<file path="config.mk">
export PLATFORM = sky130hd
export DESIGN_NAME = arya_sequencer
export DESIGN_NICKNAME = d
export VERILOG_FILES = /design/src/hdl/arya_isa_pkg.sv /design/src/hdl/arya_regmap_pkg.sv /design/src/hdl/arya_sequencer.sv
export SDC_FILE = /design/constraint.sdc
export NUM_CORES = 1
export LEC_CHECK = 0
export ABC_CLOCK_PERIOD_IN_PS = 4200
export BUFFER_PORTS_ARGS = -buffer_cell sky130_fd_sc_hd__buf_2
export CORE_AREA = 2 2 77 79
export CTS_CLUSTER_DIAMETER = 60
export DETAILED_ROUTE_END_ITERATION = 12
export DIE_AREA = 0 0 79 81
export PLACE_DENSITY = 0.66
export SLEW_MARGIN = 20
export SYNTH_ARGS = -nofsm -noshare
export SYNTH_HDL_FRONTEND = slang
export SYNTH_SLANG_ARGS = --single-unit
</file>
<file path="constraint.sdc">
create_clock -name clk -period 4.2 [get_ports clk]
set_input_delay 0.84 -clock clk [delete_from_list [all_inputs] [get_ports clk]]
set_output_delay 0.84 -clock clk [all_outputs]
set_load 0.01 [all_outputs]
</file>
<file path="src/hdl/arya_isa_pkg.sv">
`default_nettype none

package arya_isa_pkg;

	//////////////////////////////
	// widths
	//////////////////////////////

	localparam int WORD_W     = 32;
	localparam int REG_ADDR_W = 5;
	localparam int OPCODE_W   = 6;

	// datapath word, same width as apb data
	typedef logic [WORD_W-1:0] word_t;
	typedef logic [WORD_W-1:0] inst_t;
	typedef logic [REG_ADDR_W-1:0] reg_addr_t;
	// 256 instruction words
	typedef logic [7:0] imem_addr_t;

	//////////////////////////////
	// instruction format
	//////////////////////////////

	// opcode in the top six bits
	localparam int OPCODE_LSB = 26;
	localparam int RD_LSB     = 21;
	localparam int RS1_LSB    = 16;
	localparam int RS2_LSB    = 11;
	// immediate sits in the low bits
	localparam int IMM_W      = 16;

	typedef enum logic [OPCODE_W-1:0] {
		OP_NOP  = 6'd0,
		OP_ADD  = 6'd1,
		OP_SUB  = 6'd2,
		OP_AND  = 6'd3,
		OP_OR   = 6'd4,
		OP_XOR  = 6'd5,
		OP_ADDI = 6'd8,
		OP_HALT = 6'd63
	} opcode_e;

	// alu function select
	typedef enum logic [2:0] {
		ALU_ADD,
		ALU_SUB,
		ALU_AND,
		ALU_OR,
		ALU_XOR
	} alu_op_e;

endpackage

`default_nettype wire

</file>
<file path="src/hdl/arya_regmap_pkg.sv">
`default_nettype none

package arya_regmap_pkg;

	typedef logic [11:0] paddr_t;

	//////////////////////////////
	// address windows
	//////////////////////////////

	// imem window, 256 words from 0x000
	localparam paddr_t IMEM_BASE   = 12'h000;
	localparam paddr_t IMEM_MASK   = 12'hC00;
	// register window, 32 words from 0x400
	localparam paddr_t REG_BASE    = 12'h400;
	localparam paddr_t REG_MASK    = 12'hF80;
	localparam paddr_t CTRL_ADDR   = 12'h800;
	localparam paddr_t STATUS_ADDR = 12'h804;

	// ctrl and status bits
	localparam int CTRL_START_BIT  = 0;
	localparam int STATUS_BUSY_BIT = 0;
	localparam int STATUS_DONE_BIT = 1;

	// run state of the core
	typedef enum logic [1:0] {
		SEQ_IDLE,
		SEQ_RUN,
		SEQ_DRAIN,
		SEQ_DONE
	} seq_state_e;

endpackage

`default_nettype wire

</file>
<file path="src/hdl/arya_sequencer.sv">
`timescale 1ns/1ps
`default_nettype none

module arya_sequencer (
	input  logic                        clk,
	input  logic                        rst_n,
	input  logic                        psel,
	input  logic                        penable,
	input  logic                        pwrite,
	input  arya_regmap_pkg::paddr_t     paddr,
	input  arya_isa_pkg::word_t         pwdata,
	output arya_isa_pkg::word_t         prdata,
	output logic                        pready,
	output logic                        pslverr,
	input  logic                        halt_seen,
	input  logic                        pipe_empty,
	output logic                        issue_en,
	output logic                        pc_clear,
	output arya_isa_pkg::imem_addr_t    imem_host_addr,
	output arya_isa_pkg::word_t         imem_host_wdata,
	output logic                        imem_host_we,
	input  arya_isa_pkg::word_t         imem_host_rdata,
	output arya_isa_pkg::reg_addr_t     reg_host_addr,
	input  arya_isa_pkg::word_t         reg_host_rdata
);

	arya_regmap_pkg::seq_state_e state;
	arya_regmap_pkg::seq_state_e state_nxt;
	logic access;
	logic busy;
	logic done;
	logic in_imem;
	logic in_reg;
	logic in_ctrl;
	logic in_status;
	logic start_req;
	logic err;

	//////////////////////////////
	// apb decode
	//////////////////////////////

	// second cycle of a transfer
	assign access = psel & penable;
	assign busy   = (state == arya_regmap_pkg::SEQ_RUN) || (state == arya_regmap_pkg::SEQ_DRAIN);
	assign done   = (state == arya_regmap_pkg::SEQ_DONE);

	assign in_imem   = (paddr & arya_regmap_pkg::IMEM_MASK) == arya_regmap_pkg::IMEM_BASE;
	assign in_reg    = (paddr & arya_regmap_pkg::REG_MASK) == arya_regmap_pkg::REG_BASE;
	assign in_ctrl   = (paddr == arya_regmap_pkg::CTRL_ADDR);
	assign in_status = (paddr == arya_regmap_pkg::STATUS_ADDR);

	assign start_req = access & pwrite & in_ctrl & pwdata[arya_regmap_pkg::CTRL_START_BIT];

	// unmapped, write to regs, window access or start while running
	assign err = !(in_imem | in_reg | in_ctrl | in_status)
		| (pwrite & in_reg)
		| (busy & (in_imem | in_reg))
		| (busy & start_req);

	assign pready  = access;
	assign pslverr = access & err;

	// word index, valid already in setup so the sync read lands in access
	assign imem_host_addr  = paddr[9:2];
	assign imem_host_wdata = pwdata;
	assign imem_host_we    = access & pwrite & in_imem & !err;
	assign reg_host_addr   = paddr[6:2];

	always_comb begin
		prdata = '0;
		if (in_imem) begin
			prdata = imem_host_rdata;
		end else if (in_reg) begin
			prdata = reg_host_rdata;
		end else if (in_status) begin
			prdata[arya_regmap_pkg::STATUS_BUSY_BIT] = busy;
			prdata[arya_regmap_pkg::STATUS_DONE_BIT] = done;
		end
	end

	//////////////////////////////
	// run state machine
	//////////////////////////////

	// pc goes to 0 on the same edge that enters RUN
	assign pc_clear = start_req & !busy;
	assign issue_en = (state == arya_regmap_pkg::SEQ_RUN);

	always_comb begin
		state_nxt = state;
		case (state)
			arya_regmap_pkg::SEQ_IDLE,
			arya_regmap_pkg::SEQ_DONE: if (start_req) state_nxt = arya_regmap_pkg::SEQ_RUN;
			arya_regmap_pkg::SEQ_RUN: if (halt_seen) state_nxt = arya_regmap_pkg::SEQ_DRAIN;
			// wait for the last writeback
			arya_regmap_pkg::SEQ_DRAIN: if (pipe_empty) state_nxt = arya_regmap_pkg::SEQ_DONE;
			default: state_nxt = arya_regmap_pkg::SEQ_IDLE;
		endcase
	end

	always_ff @(posedge clk) begin
		if (!rst_n) begin
			state <= arya_regmap_pkg::SEQ_IDLE;
		end else begin
			state <= state_nxt;
		end
	end

	// apb protocol from the host
	a_penable_psel: assert property (@(posedge clk) disable iff (!rst_n) penable |-> psel);

	// only a halt from decode ends the run
	a_run_exit: assert property (@(posedge clk) disable iff (!rst_n)
		(state == arya_regmap_pkg::SEQ_RUN && !halt_seen) |=> state == arya_regmap_pkg::SEQ_RUN);

endmodule

`default_nettype wire

</file>
Yosys cells after proc, flatten, opt, wreduce, memory -nomap -nowiden
Cells that the tools add are included.

Eq/ne operators: 9. Multiplexer cells: 8. Bitwise logic cells: 17. Reduce and logical (&&, ||, !) cells: 8.

Operators by type and width (number): 2-to-1 mux 32 bit (1); 2-to-1 mux 30 bit (1); == test 12 bit (second input constant) (2); logical NOT 12 bit (1); AND 1 bit (11); 2-to-1 mux 2 bit (5); inequality test 2 bit (second input constant) (3); OR 1 bit (6); case mux 2 bit (3 select lines) (1); == test 5 x 4 -> 1 bit (second input constant) (1); == test 2 bit (second input constant) (2); logical NOT 1 bit (3); AND reduction 3 bit (1); == test 2 x 1 -> 1 bit (second input constant) (1); logical NOT 2 bit (1); OR reduction 2 bit (1); logical OR 1 bit (1).

Bits in registers: 2. Input bits: 115. Output and inout bits: 82.

Logic depth before layout (Yosys ltp)
Gate-level depths: netlist of run 1.

Depth in word-level cells: 10. Depth in mapped cells: 6. Mapped depth without buffers: 6.

Worst setup path after synthesis of run 1
OpenSTA, ideal clock, no wires.

Path type: input port to output port. Start point: input port paddr[7]. End point: output port prdata[10]. Arrival time: 1.890 ns. Required time: 3.360 ns. Slack: 1.470 ns. Cell stages on the path: 4. Buffers on the path: 1. Cell sequence: or3_1 nor3b_2 buf_4 a22o_1.

Longest elaborated chain between the ends: 3.

Ends and longest elaborated chain: from (decl) (RTL line arya_sequencer.sv:10) `input arya_regmap_pkg::paddr_t paddr,`; == test 5 x 4 -> 1 bit (RTL line arya_sequencer.sv:49) `assign in_reg = (paddr & arya_regmap_pkg::REG_MASK) == arya_regmap_pkg::REG_BASE;`; 2-to-1 mux 30 bit (RTL line arya_sequencer.sv:74) `end else if (in_reg) begin`; 2-to-1 mux 32 bit (RTL line arya_sequencer.sv:72) `if (in_imem) begin`; to (decl) (RTL line arya_sequencer.sv:12) `output arya_isa_pkg::word_t prdata,`.

No other way between the ends.

Final worst setup path of run 1
Start point: input port paddr[7]. End point: output port prdata[1].

Longest elaborated chain between the ends: 4.

Ends and longest elaborated chain: == test 12 bit (RTL line arya_sequencer.sv:51) `assign in_status = (paddr == arya_regmap_pkg::STATUS_ADDR);`; 2-to-1 mux 2 bit (RTL line arya_sequencer.sv:76) `end else if (in_status) begin`; 2-to-1 mux 2 bit (*) (RTL line arya_sequencer.sv:74); 2-to-1 mux 32 bit (*) (RTL line arya_sequencer.sv:72).

Every way passes the cells marked *; elsewhere a longest branch is shown, timed or not.

==> run summary, run 1 <==
Status: completed
Max clock buf depth: 2
Worst path required time: 3360 ps
Clk pin slew, worst setup/hold paths: 30 ps
Net Switching: 0.128 mW
Hold depth: 2
Core area: 5680 µm²
Io pins: 197
Final Hold Fails: 0
Post-CTS Setup Bufs: 0
Most frequent cells after synthesis: 48 x buf_4, 30 x a22o_1, 9 x inv_1
First-pass GRT wire length: 4710 µm
Fin. max-slew vios: 0
Synth area leader: buf_4
Seq cells post-synth: 2
Most flops, register: state
Mapped cell area: 971 µm²
Initial core utilization: 17.1%
Pint: 0.181 mW
GPL Wtd Cong: 0.838
Top-count cell post-synth: buf_4
Setup Skew: 4.97 ps
Final worst path period share: 74.9%
Clock sinks: 2
Layout cells sized above 1: 66.2%
Setup TNS: 0 ps
Ys flop type: dfxtp_1
Crit path top cell by count: buf_2
Hold Path Class: reg2reg
Worst R2R Path Depth: 6
Actual slew at the worst max-slew pin: 580 ps
Avg Inst Size Synth: 7.59 µm²
Initial antenna violation count: 0
Post-synth top area share: 37.1%
Worst-case headroom to the max-slew limit: 61.3%
Htree depth: 1
Die W: 79 µm
Startpoint Class: input pin
VDD IR-drop max: 0.0000717 V
TritonRoute pass-1 iters: 4
Cells after DPL: 288
Die Y: 81 µm
Antenna cells: 0
CTS-repair resized insts: 0
Syn Inst Count: 128
Root buffer cell: clkbuf_8
Post-synth ARST share: 0%
Vias per cell: 4.42
Critical Path Sink Type: output port
Max FFs per register: 2
Vias after detailed routing: 1287
Total track usage: 9.28%
PortBufs: 134
Max-cap viol count: 0
Worst path cell trace: buf_2, or3_1, nor3b_4, buf_4, a22oi_1, o21ai_0, buf_2
Power Density: 216 nW/µm²
Post-synthesis sequential area ratio: 4.12%
CTS tree: done
WL per Instance: 12.7 µm
Post-DP HPWL: 3150 µm
WP data arrival: 2310 ps
TritonCTS Buffers: 3
Sequential power share: 12.3%
Synth-to-layout area growth: 47.2%
Area contributors post-synth: buf_4 37%, a22o_1 27%, ha_1 5.2%
Clock power share: 24.9%
RSZ-0062 raised after global routing: no
Gr ovfl total: 0
Setup violators final: 0
Final Net Count: 337
Finished Layout Cells: 291
# fillers: 645
Worst Setup Path Type: in2out
Net Sw Frac: 41.4%
Power Total: 0.309 mW
Number of warnings issued by yosys: 0
Leakage: 0.844 nW
Max Fclk: 318 MHz
Initial drt markers: 32
Vias in the first global route: 1029
Combinational share of power: 62.8%
CP max FO: 32
Routed WL: 3710 µm
Slowest Stage Delay on Critical Path: 430 ps
Period minus WS final: 3150 ps
Post-synth cell types: 24
Residual DRC: 0
Pin count of the biggest net entering global routing: 33
Largest registers: state (2)
Detail Route Antenna Nets: 0
Clock latency on the worst-skew pair: 210 ps
Std cell rows: 28
Die Area: 6400 µm²
Hold buffers post-CTS: 0
Critical path's slowest cell: or3_1
Post-synth EDFFs: 0
Synthesized net count: 247
routing by layer:
metal  track usage [%]  share of wire (%)  routed length (µm)
met5                 0                  0                   0
met4              4.31                2.0                  74
met3              1.89                 11                 414
met2              16.5                 48                1790
met1              10.7                 38                1420
logic make-up after synthesis:
| group | count (synthesis) | share of synthesized area (%) |
|---|---|---|
| AND/OR/NAND/NOR | 18 | 12.9 |
| AO/OA/AOI/OAI | 44 | 36.1 |
| buffers and inverters | 60 | 41.8 |
| adder cells (fa/ha/maj) | 4 | 5.15 |
| flip-flops | 2 | 4.12 |
area by class of cell:
class	count	area (µm²)	area share [%]
clock buffers	3	41.3	2.89
inverters	9	33.8	2.36
multi-input cells	66	534	37.4
flip-flops and latches	2	40.0	2.80
well taps	75	93.8	6.57
repair buffers	136	686	48.0
final timing paths:
kind / start / end / slack [ps]
min: state[0] / state[0] / 540
min reg2reg: state[0] / state[0] / 540
max reg2reg: state[1] / state[0] / 2820
max: paddr[7] / prdata[1] / 1050
layout by cell type (no fill, tap or decap), types with 2 or more instances in the layout:
| cell | instances |
|---|---|
| buf_2 | 134 |
| a22o_1 | 30 |
| inv_1 | 9 |
| o21ai_0 | 4 |
| nor2_1 | 4 |
| ha_1 | 4 |
| a22oi_1 | 3 |
| clkbuf_8 | 3 |
| nand4_1 | 2 |
| nand2_1 | 2 |
| o22ai_1 | 2 |
| a21oi_1 | 2 |
| a211oi_1 | 2 |
| buf_4 | 2 |
| dfxtp_1 | 2 |
worst max-delay path: cells and delay by family:
| family | cells | cell delay (ps) |
|---|---|---|
| buf+inv | 3 | 610 |
| compound gates | 2 | 230 |
| simple gates | 2 | 630 |
power groups by stage:
stage	Combinational [mW]	Sequential, mW	Clock (mW)
finish	0.194	0.0380	0.0770
detailed placement	0.195	0.0380	0
global placement	0.189	0.0366	0
floorplan	0.145	0.0352	0
CTS	0.196	0.0377	0.0791
global route	0.217	0.0383	0.0793
stage by stage:
stage / hold WS (ps) / setup slack (ps) / cell area, µm² / utilization [%]
3_5_place_dp: 534 / 1010 / 1390 / 24.4
4_1_cts: 541 / 1010 / 1430 / 25.2
5_1_grt: 565 / 901 / 1430 / 25.2
2_1_floorplan: 483 / 1470 / 971 / -
6_report: 539 / 1050 / 1430 / 25.2
3_3_place_gp: 504 / 1060 / 1390 / 24.4
No activity file was read; power rests on OpenSTA's default activity.
==> inputs of run 2 (changes only) <==
ABC_CLOCK_PERIOD_IN_PS = 2650   (was 4200)
PLACE_DENSITY = 0.68   (was 0.66)
clock period = 2.65 ns   (was 4.2 ns; I/O delays follow)
==> run summary, run 2 (same netlist as run 1, synthesis figures left out) <==
Status: completed (unchanged)
Total track usage: 9.21% (was 9.28%)
Setup Skew: 5.28 ps (was 4.97 ps)
Cells after DPL: 288 (unchanged)
VDD IR-drop max: 0.000130 V (was 0.0000717 V)
Actual slew at the worst max-slew pin: 310 ps (was 580 ps)
Routed WL: 3470 µm (was 3710 µm)
Htree depth: 1 (unchanged)
Largest registers: state (2) (unchanged)
Clk pin slew, worst setup/hold paths: 30 ps (about the same)
Final Net Count: 337 (unchanged)
Fin. max-slew vios: 0 (unchanged)
Commonest non-fill, non-tap cell in the layout: buf_2 (unchanged)
Initial drt markers: 17 (was 32)
Hold slack: 529 ps (was 539 ps)
Post-DP HPWL: 2920 µm (was 3150 µm)
TritonRoute pass-1 iters: 4 (unchanged)
Setup violators final: 0 (unchanged)
Place WS: 245 ps (was 1010 ps)
WL per Instance: 11.9 µm (was 12.7 µm)
Core area: 5680 µm² (unchanged)
Critical Path Sink Type: output port (unchanged)
PortBufs: 134 (unchanged)
WP data arrival: 1870 ps (was 2310 ps)
TritonCTS Buffers: 3 (unchanged)
CTS-repair resized insts: 0 (unchanged)
Hold buffers post-CTS: 0 (unchanged)
Pin count of the biggest net entering global routing: 33 (unchanged)
Die Area: 6400 µm² (unchanged)
Clock sinks: 2 (unchanged)
Io pins: 197 (unchanged)
Final worst path period share: 90.6%
Vias per cell: 4.32 (was 4.42)
Startpoint Class: input pin (unchanged)
Power Density: 335 nW/µm² (was 216 nW/µm²)
GPL Wtd Cong: 0.766 (was 0.838)
CTS tree: done (unchanged)
Max Fclk: 416 MHz
Most frequent cells in the layout: 134 x buf_2, 30 x a22o_1, 9 x inv_1 (unchanged)
Initial antenna violation count: 0 (unchanged)
Vias in the first global route: 1052 (was 1029)
Die Y: 81 µm (unchanged)
Max clock buf depth: 2 (unchanged)
First-pass GRT wire length: 4710 µm (unchanged)
Final core occ: 25.6% (was 25.2%)
Most flops, register: state (unchanged)
Finished Layout Cells: 291 (unchanged)
Period minus WS final: 2400 ps
RSZ-0062 raised after global routing: no (unchanged)
Layout cells sized above 1: 66.2% (unchanged)
Vias after detailed routing: 1256 (was 1287)
Leakage: 0.850 nW (was 0.844 nW)
CP max FO: 30 (was 32)
Worst-case headroom to the max-slew limit: 79.2% (was 61.3%)
Std cell rows: 28 (unchanged)
Setup TNS: 0 ps (unchanged)
Worst setup margin: 248 ps (was 1050 ps)
Final Hold Fails: 0 (unchanged)
Hold depth: 2 (unchanged)
Hold Path Class: reg2reg (unchanged)
Worst path required time: 2120 ps (was 3360 ps)
Residual DRC: 0 (unchanged)
Antenna cells: 0 (unchanged)
Worst R2R Path Depth: 4 (was 6)
Detail Route Antenna Nets: 0 (unchanged)
Max-cap viol count: 0 (unchanged)
Die W: 79 µm (unchanged)
Max FFs per register: 2 (unchanged)
Synth-to-layout area growth: 49.7% (was 47.2%)
Gr ovfl total: 0 (unchanged)
Post-CTS Setup Bufs: 0 (unchanged)
Root buffer cell: clkbuf_8 (unchanged)
Initial core utilization: 17.1% (unchanged)
Worst Setup Path Type: in2out (unchanged)
Clock latency on the worst-skew pair: 210 ps (about the same)
[run 2: metal layers]
metal  global-route usage (%)  wire length (µm)
met3                     2.78               373
met5                        0                 0
met2                     15.8              1730
met4                     3.28                42
met1                     10.9              1330
[run 2: final timing paths]
check / from / endpoint / slack, ps
setup / recovery: paddr[7] / prdata[16] / 250
hold / removal: state[1] / state[1] / 530
setup reg to reg: state[0] / state[0] / 1330
hold reg to reg: state[1] / state[1] / 530
[run 2: worst max-delay path, stage by stage]
cell,delay (ps)
buf_2,110
or3_1,430
nor3b_4,290
buf_12,210
a22o_1,150
buf_2,130
[run 2: through the flow]
step	cell area, µm²	power [mW]
detailed placement	1410	0.365
floorplan	971	0.286
CTS	1450	0.494
global placement	1410	0.359
global route	1450	0.536
finish	1450	0.488
[run 2: area by class of cell]
class | instances | area, µm²
clock buffers | 3 | 41.3
fillers | 646 | 4220
well taps | 75 | 93.8
inverters | 9 | 33.8
flip-flops and latches | 2 | 40.0
repair buffers | 136 | 711
multi-input cells | 66 | 534
[run 2: power breakdown]
group,total (mW),internal (mW),switching [mW]
combinational,0.305,0.149,0.157
sequential,0.0600,0.0445,0.0156
clock,0.122,0.0962,0.0259
total,0.488,0.289,0.198
==> inputs of run 3 (changes only) <==
ABC_AREA = 1   (was not set)
ABC_CLOCK_PERIOD_IN_PS = 2800   (was 2650)
CORE_AREA = 2 2 76 78   (was 2 2 77 79)
DIE_AREA = 0 0 78 80   (was 0 0 79 81)
PLACE_DENSITY = 0.69   (was 0.68)
clock period = 2.8 ns   (was 2.65 ns; I/O delays follow)
==> run summary, run 3 <==
Status: completed (unchanged)
FF-to-FF End: state[1] (was state[0])
Combinational family with the most area after synthesis: buffers and inverters (unchanged)
Layout cells sized above 1: 59.0% (was 66.2%)
Die Area: 6240 µm² (was 6400 µm²)
Final Instance Area: 1550 µm² (was 1450 µm²)
Max clock buf depth: 2 (unchanged)
Initial core utilization: 19.7% (was 17.1%)
Setup Skew: 3.07 ps (was 5.28 ps)
Mapped cell area: 1070 µm² (was 971 µm²)
Total track usage: 11.3% (was 9.21%)
RR Startpoint: state[1] (was state[0])
Gr ovfl total: 0 (unchanged)
Actual slew at the worst max-slew pin: 526 ps (was 310 ps)
Htree depth: 1 (unchanged)
Post-CTS Setup Bufs: 0 (unchanged)
Max Fclk: 432 MHz
Die W: 78 µm (was 79 µm)
Most flops, register: state (unchanged)
Fin. max-slew vios: 0 (unchanged)
Vias after detailed routing: 1374 (was 1256)
TritonRoute pass-1 iters: 4 (unchanged)
Register Area: 40.0 µm² (unchanged)
Mux cell area share after synthesis: 0% (unchanged)
Core area: 5410 µm² (was 5680 µm²)
Post-synthesis sequential area ratio: 3.76% (was 4.12%)
Area contributors post-synth: buf_4 34%, a22o_1 25%, nand2_1 8.5% (was buf_4 37%, a22o_1 27%, ha_1 5.2%)
CTS-repair resized insts: 0 (unchanged)
Antenna cells: 0 (unchanged)
Synth Area in Adders: 4.69% (was 5.15%)
Max FFs per register: 2 (unchanged)
Clock latency on the worst-skew pair: 210 ps (about the same)
Hold buffers post-CTS: 0 (unchanged)
Min-delay src: state[1] (unchanged)
RSZ-0062 raised after global routing: no (unchanged)
Final Net Count: 377 (was 337)
Combinational share of power: 60.7% (was 62.6%)
Std cell rows: 27 (was 28)
Startpoint Class: input pin (unchanged)
Period minus WS final: 2320 ps
Synth-to-layout area growth: 45.0% (was 49.7%)
Vias in the first global route: 1274 (was 1052)
CP startpoint: paddr[8] (was paddr[7])
Post-synth EDFFs: 0 (unchanged)
Worst Setup Path Type: in2out (unchanged)
Setup TNS: 0 ps (unchanged)
Worst-case headroom to the max-slew limit: 64.9% (was 79.2%)
Seq cells post-synth: 2 (unchanged)
Residual DRC: 0 (unchanged)
Post-synth cell types: 20 (was 24)
PortBufs: 134 (unchanged)
CP max FO: 13 (was 30)
Pint: 0.253 mW (was 0.289 mW)
Hold Path Class: reg2reg (unchanged)
Initial antenna violation count: 0 (unchanged)
# fillers: 605 (was 646)
Detail Route Antenna Nets: 0 (unchanged)
Clock power share: 26.9% (was 25.1%)
Most frequent cells in the layout: 134 x buf_2, 30 x a22o_1, 24 x nand2_1 (was 134 x buf_2, 30 x a22o_1, 9 x inv_1)
Number of warnings issued by yosys: 0 (unchanged)
Critical Path Sink Type: output port (unchanged)
Commonest non-fill, non-tap cell in the layout: buf_2 (unchanged)
Most frequent cells after synthesis: 48 x buf_4, 30 x a22o_1, 24 x nand2_1 (was 48 x buf_4, 30 x a22o_1, 9 x inv_1)
Pin count of the biggest net entering global routing: 14 (was 33)
Final core occ: 28.6% (was 25.6%)
Vias per cell: 4.19 (was 4.32)
First-pass GRT wire length: 5690 µm (was 4710 µm)
GPL Wtd Cong: 0.728 (was 0.766)
Ys flop type: dfxtp_1 (unchanged)
Post-DP HPWL: 3290 µm (was 2920 µm)
Post-synth ARST share: 0% (unchanged)
Setup violators final: 0 (unchanged)
Synthesized net count: 282 (was 247)
Initial drt markers: 35 (was 17)
Clk pin slew, worst setup/hold paths: 30 ps (about the same)
Io pins: 197 (unchanged)
Syn Inst Count: 163 (was 128)
Avg Inst Size Synth: 6.54 µm² (was 7.59 µm²)
Root buffer cell: clkbuf_8 (unchanged)
WL per Instance: 11.5 µm (was 11.9 µm)
Largest registers: state (2) (unchanged)
Footprint of the multi-input gates: 587 µm² (was 534 µm²)
VDD IR-drop max: 0.000231 V (was 0.000130 V)
Leakage: 0.953 nW (was 0.850 nW)
TritonCTS Buffers: 3 (unchanged)
Worst R2R Path Depth: 8 (was 4)
Final worst path period share: 82.7%
Power Density: 271 nW/µm² (was 335 nW/µm²)
Area after DPL: 1500 µm² (was 1410 µm²)
XOR/XNOR Fraction of Synth Area: 0% (unchanged)
Sequential power share: 12.4% (was 12.3%)
Post-synth top area share: 33.8% (was 37.1%)
Routed WL: 3790 µm (was 3470 µm)
Critical path capture point: pslverr (was prdata[16])
Top-count cell post-synth: buf_4 (unchanged)
Synth area leader: buf_4 (unchanged)
Die Y: 80 µm (was 81 µm)
WP data arrival: 1760 ps (was 1870 ps)
Net Switching: 0.166 mW (was 0.198 mW)
Final Hold Fails: 0 (unchanged)
Clock sinks: 2 (unchanged)
Max-cap viol count: 0 (unchanged)
Power Total: 0.418 mW (was 0.488 mW)
Worst path required time: 2240 ps (was 2120 ps)
Net Sw Frac: 39.6% (was 40.6%)
Post-synthesis simple-gate area fraction: 22.5% (was 12.9%)
CTS tree: done (unchanged)
Compound-Gate Fraction of Synth Area: 27.8% (was 36.1%)
Flop-to-flop setup slack: 1570 ps (was 1330 ps)
-- run 3: cell types whose count changed in the layout (fill, tap and decap cells not counted), moves of 3 or more --
cell	change
o21ai_0	-3
buf_4	+7
a22oi_1	-3
nand2_1	+22
nand3_1	+7
nor2_1	+10
inv_1	+6
-- run 3: power by group through the flow --
| stage | logic, mW | clock network [mW] | registers [mW] |
|---|---|---|---|
| 5_1_grt | 0.289 | 0.122 | 0.0546 |
| 3_3_place_gp | 0.253 | 0 | 0.0516 |
| 6_report | 0.254 | 0.113 | 0.0518 |
| 3_5_place_dp | 0.256 | 0 | 0.0523 |
| 4_1_cts | 0.257 | 0.116 | 0.0523 |
| 2_1_floorplan | 0.195 | 0 | 0.0494 |
-- run 3: logic make-up (layout without fill, tap and decap cells) --
kind of cell,count (synthesis),in the layout
AND/OR/NAND/NOR,54,54
adder cells (fa/ha/maj),4,4
flip-flops,2,2
AO/OA/AOI/OAI,35,35
buffers and inverters,68,161
-- run 3: how the worst min path moves through the flow --
| stage | to | cells past startpoint |
|---|---|---|
| 2_1_floorplan | state[1] | 2 |
| 3_3_place_gp | state[1] | 2 |
| 3_5_place_dp | state[1] | 2 |
| 4_1_cts | state[1] | 2 |
| 5_1_grt | state[1] | 2 |
| 6_report | state[1] | 2 |
-- run 3: critical path, stage by stage --
cell	delay (ps)
buf_2	100
nor2_1	170
inv_2	70
nor2_4	320
nor2_2	80
nand2_1	80
nand2_1	60
a21oi_1	150
buf_2	150
-- run 3: area by class of cell --
class,instances,share of cell area (%)
sequential,2,2.59
clock buffer,3,2.67
multi-input combinational,93,38.0
timing repair buffer,141,46.8
inverter,17,4.13
tap,72,5.83
-- run 3: layer usage --
metal,vias to the layer above,track usage [%],routed length (µm)
met4,0,6.32,127
met5,-,0,0
met1,563,13.5,1520
met2,104,18.8,1710
met3,17,2.49,429
li1,690,-,-
-- run 3: metrics by stage --
stage / setup WS [ps] / hold slack (ps) / cells
2_1_floorplan: 896 / 482 / 163
3_3_place_gp: 494 / 514 / 325
3_5_place_dp: 442 / 523 / 325
4_1_cts: 456 / 527 / 328
5_1_grt: 312 / 559 / 328
6_report: 485 / 525 / 328
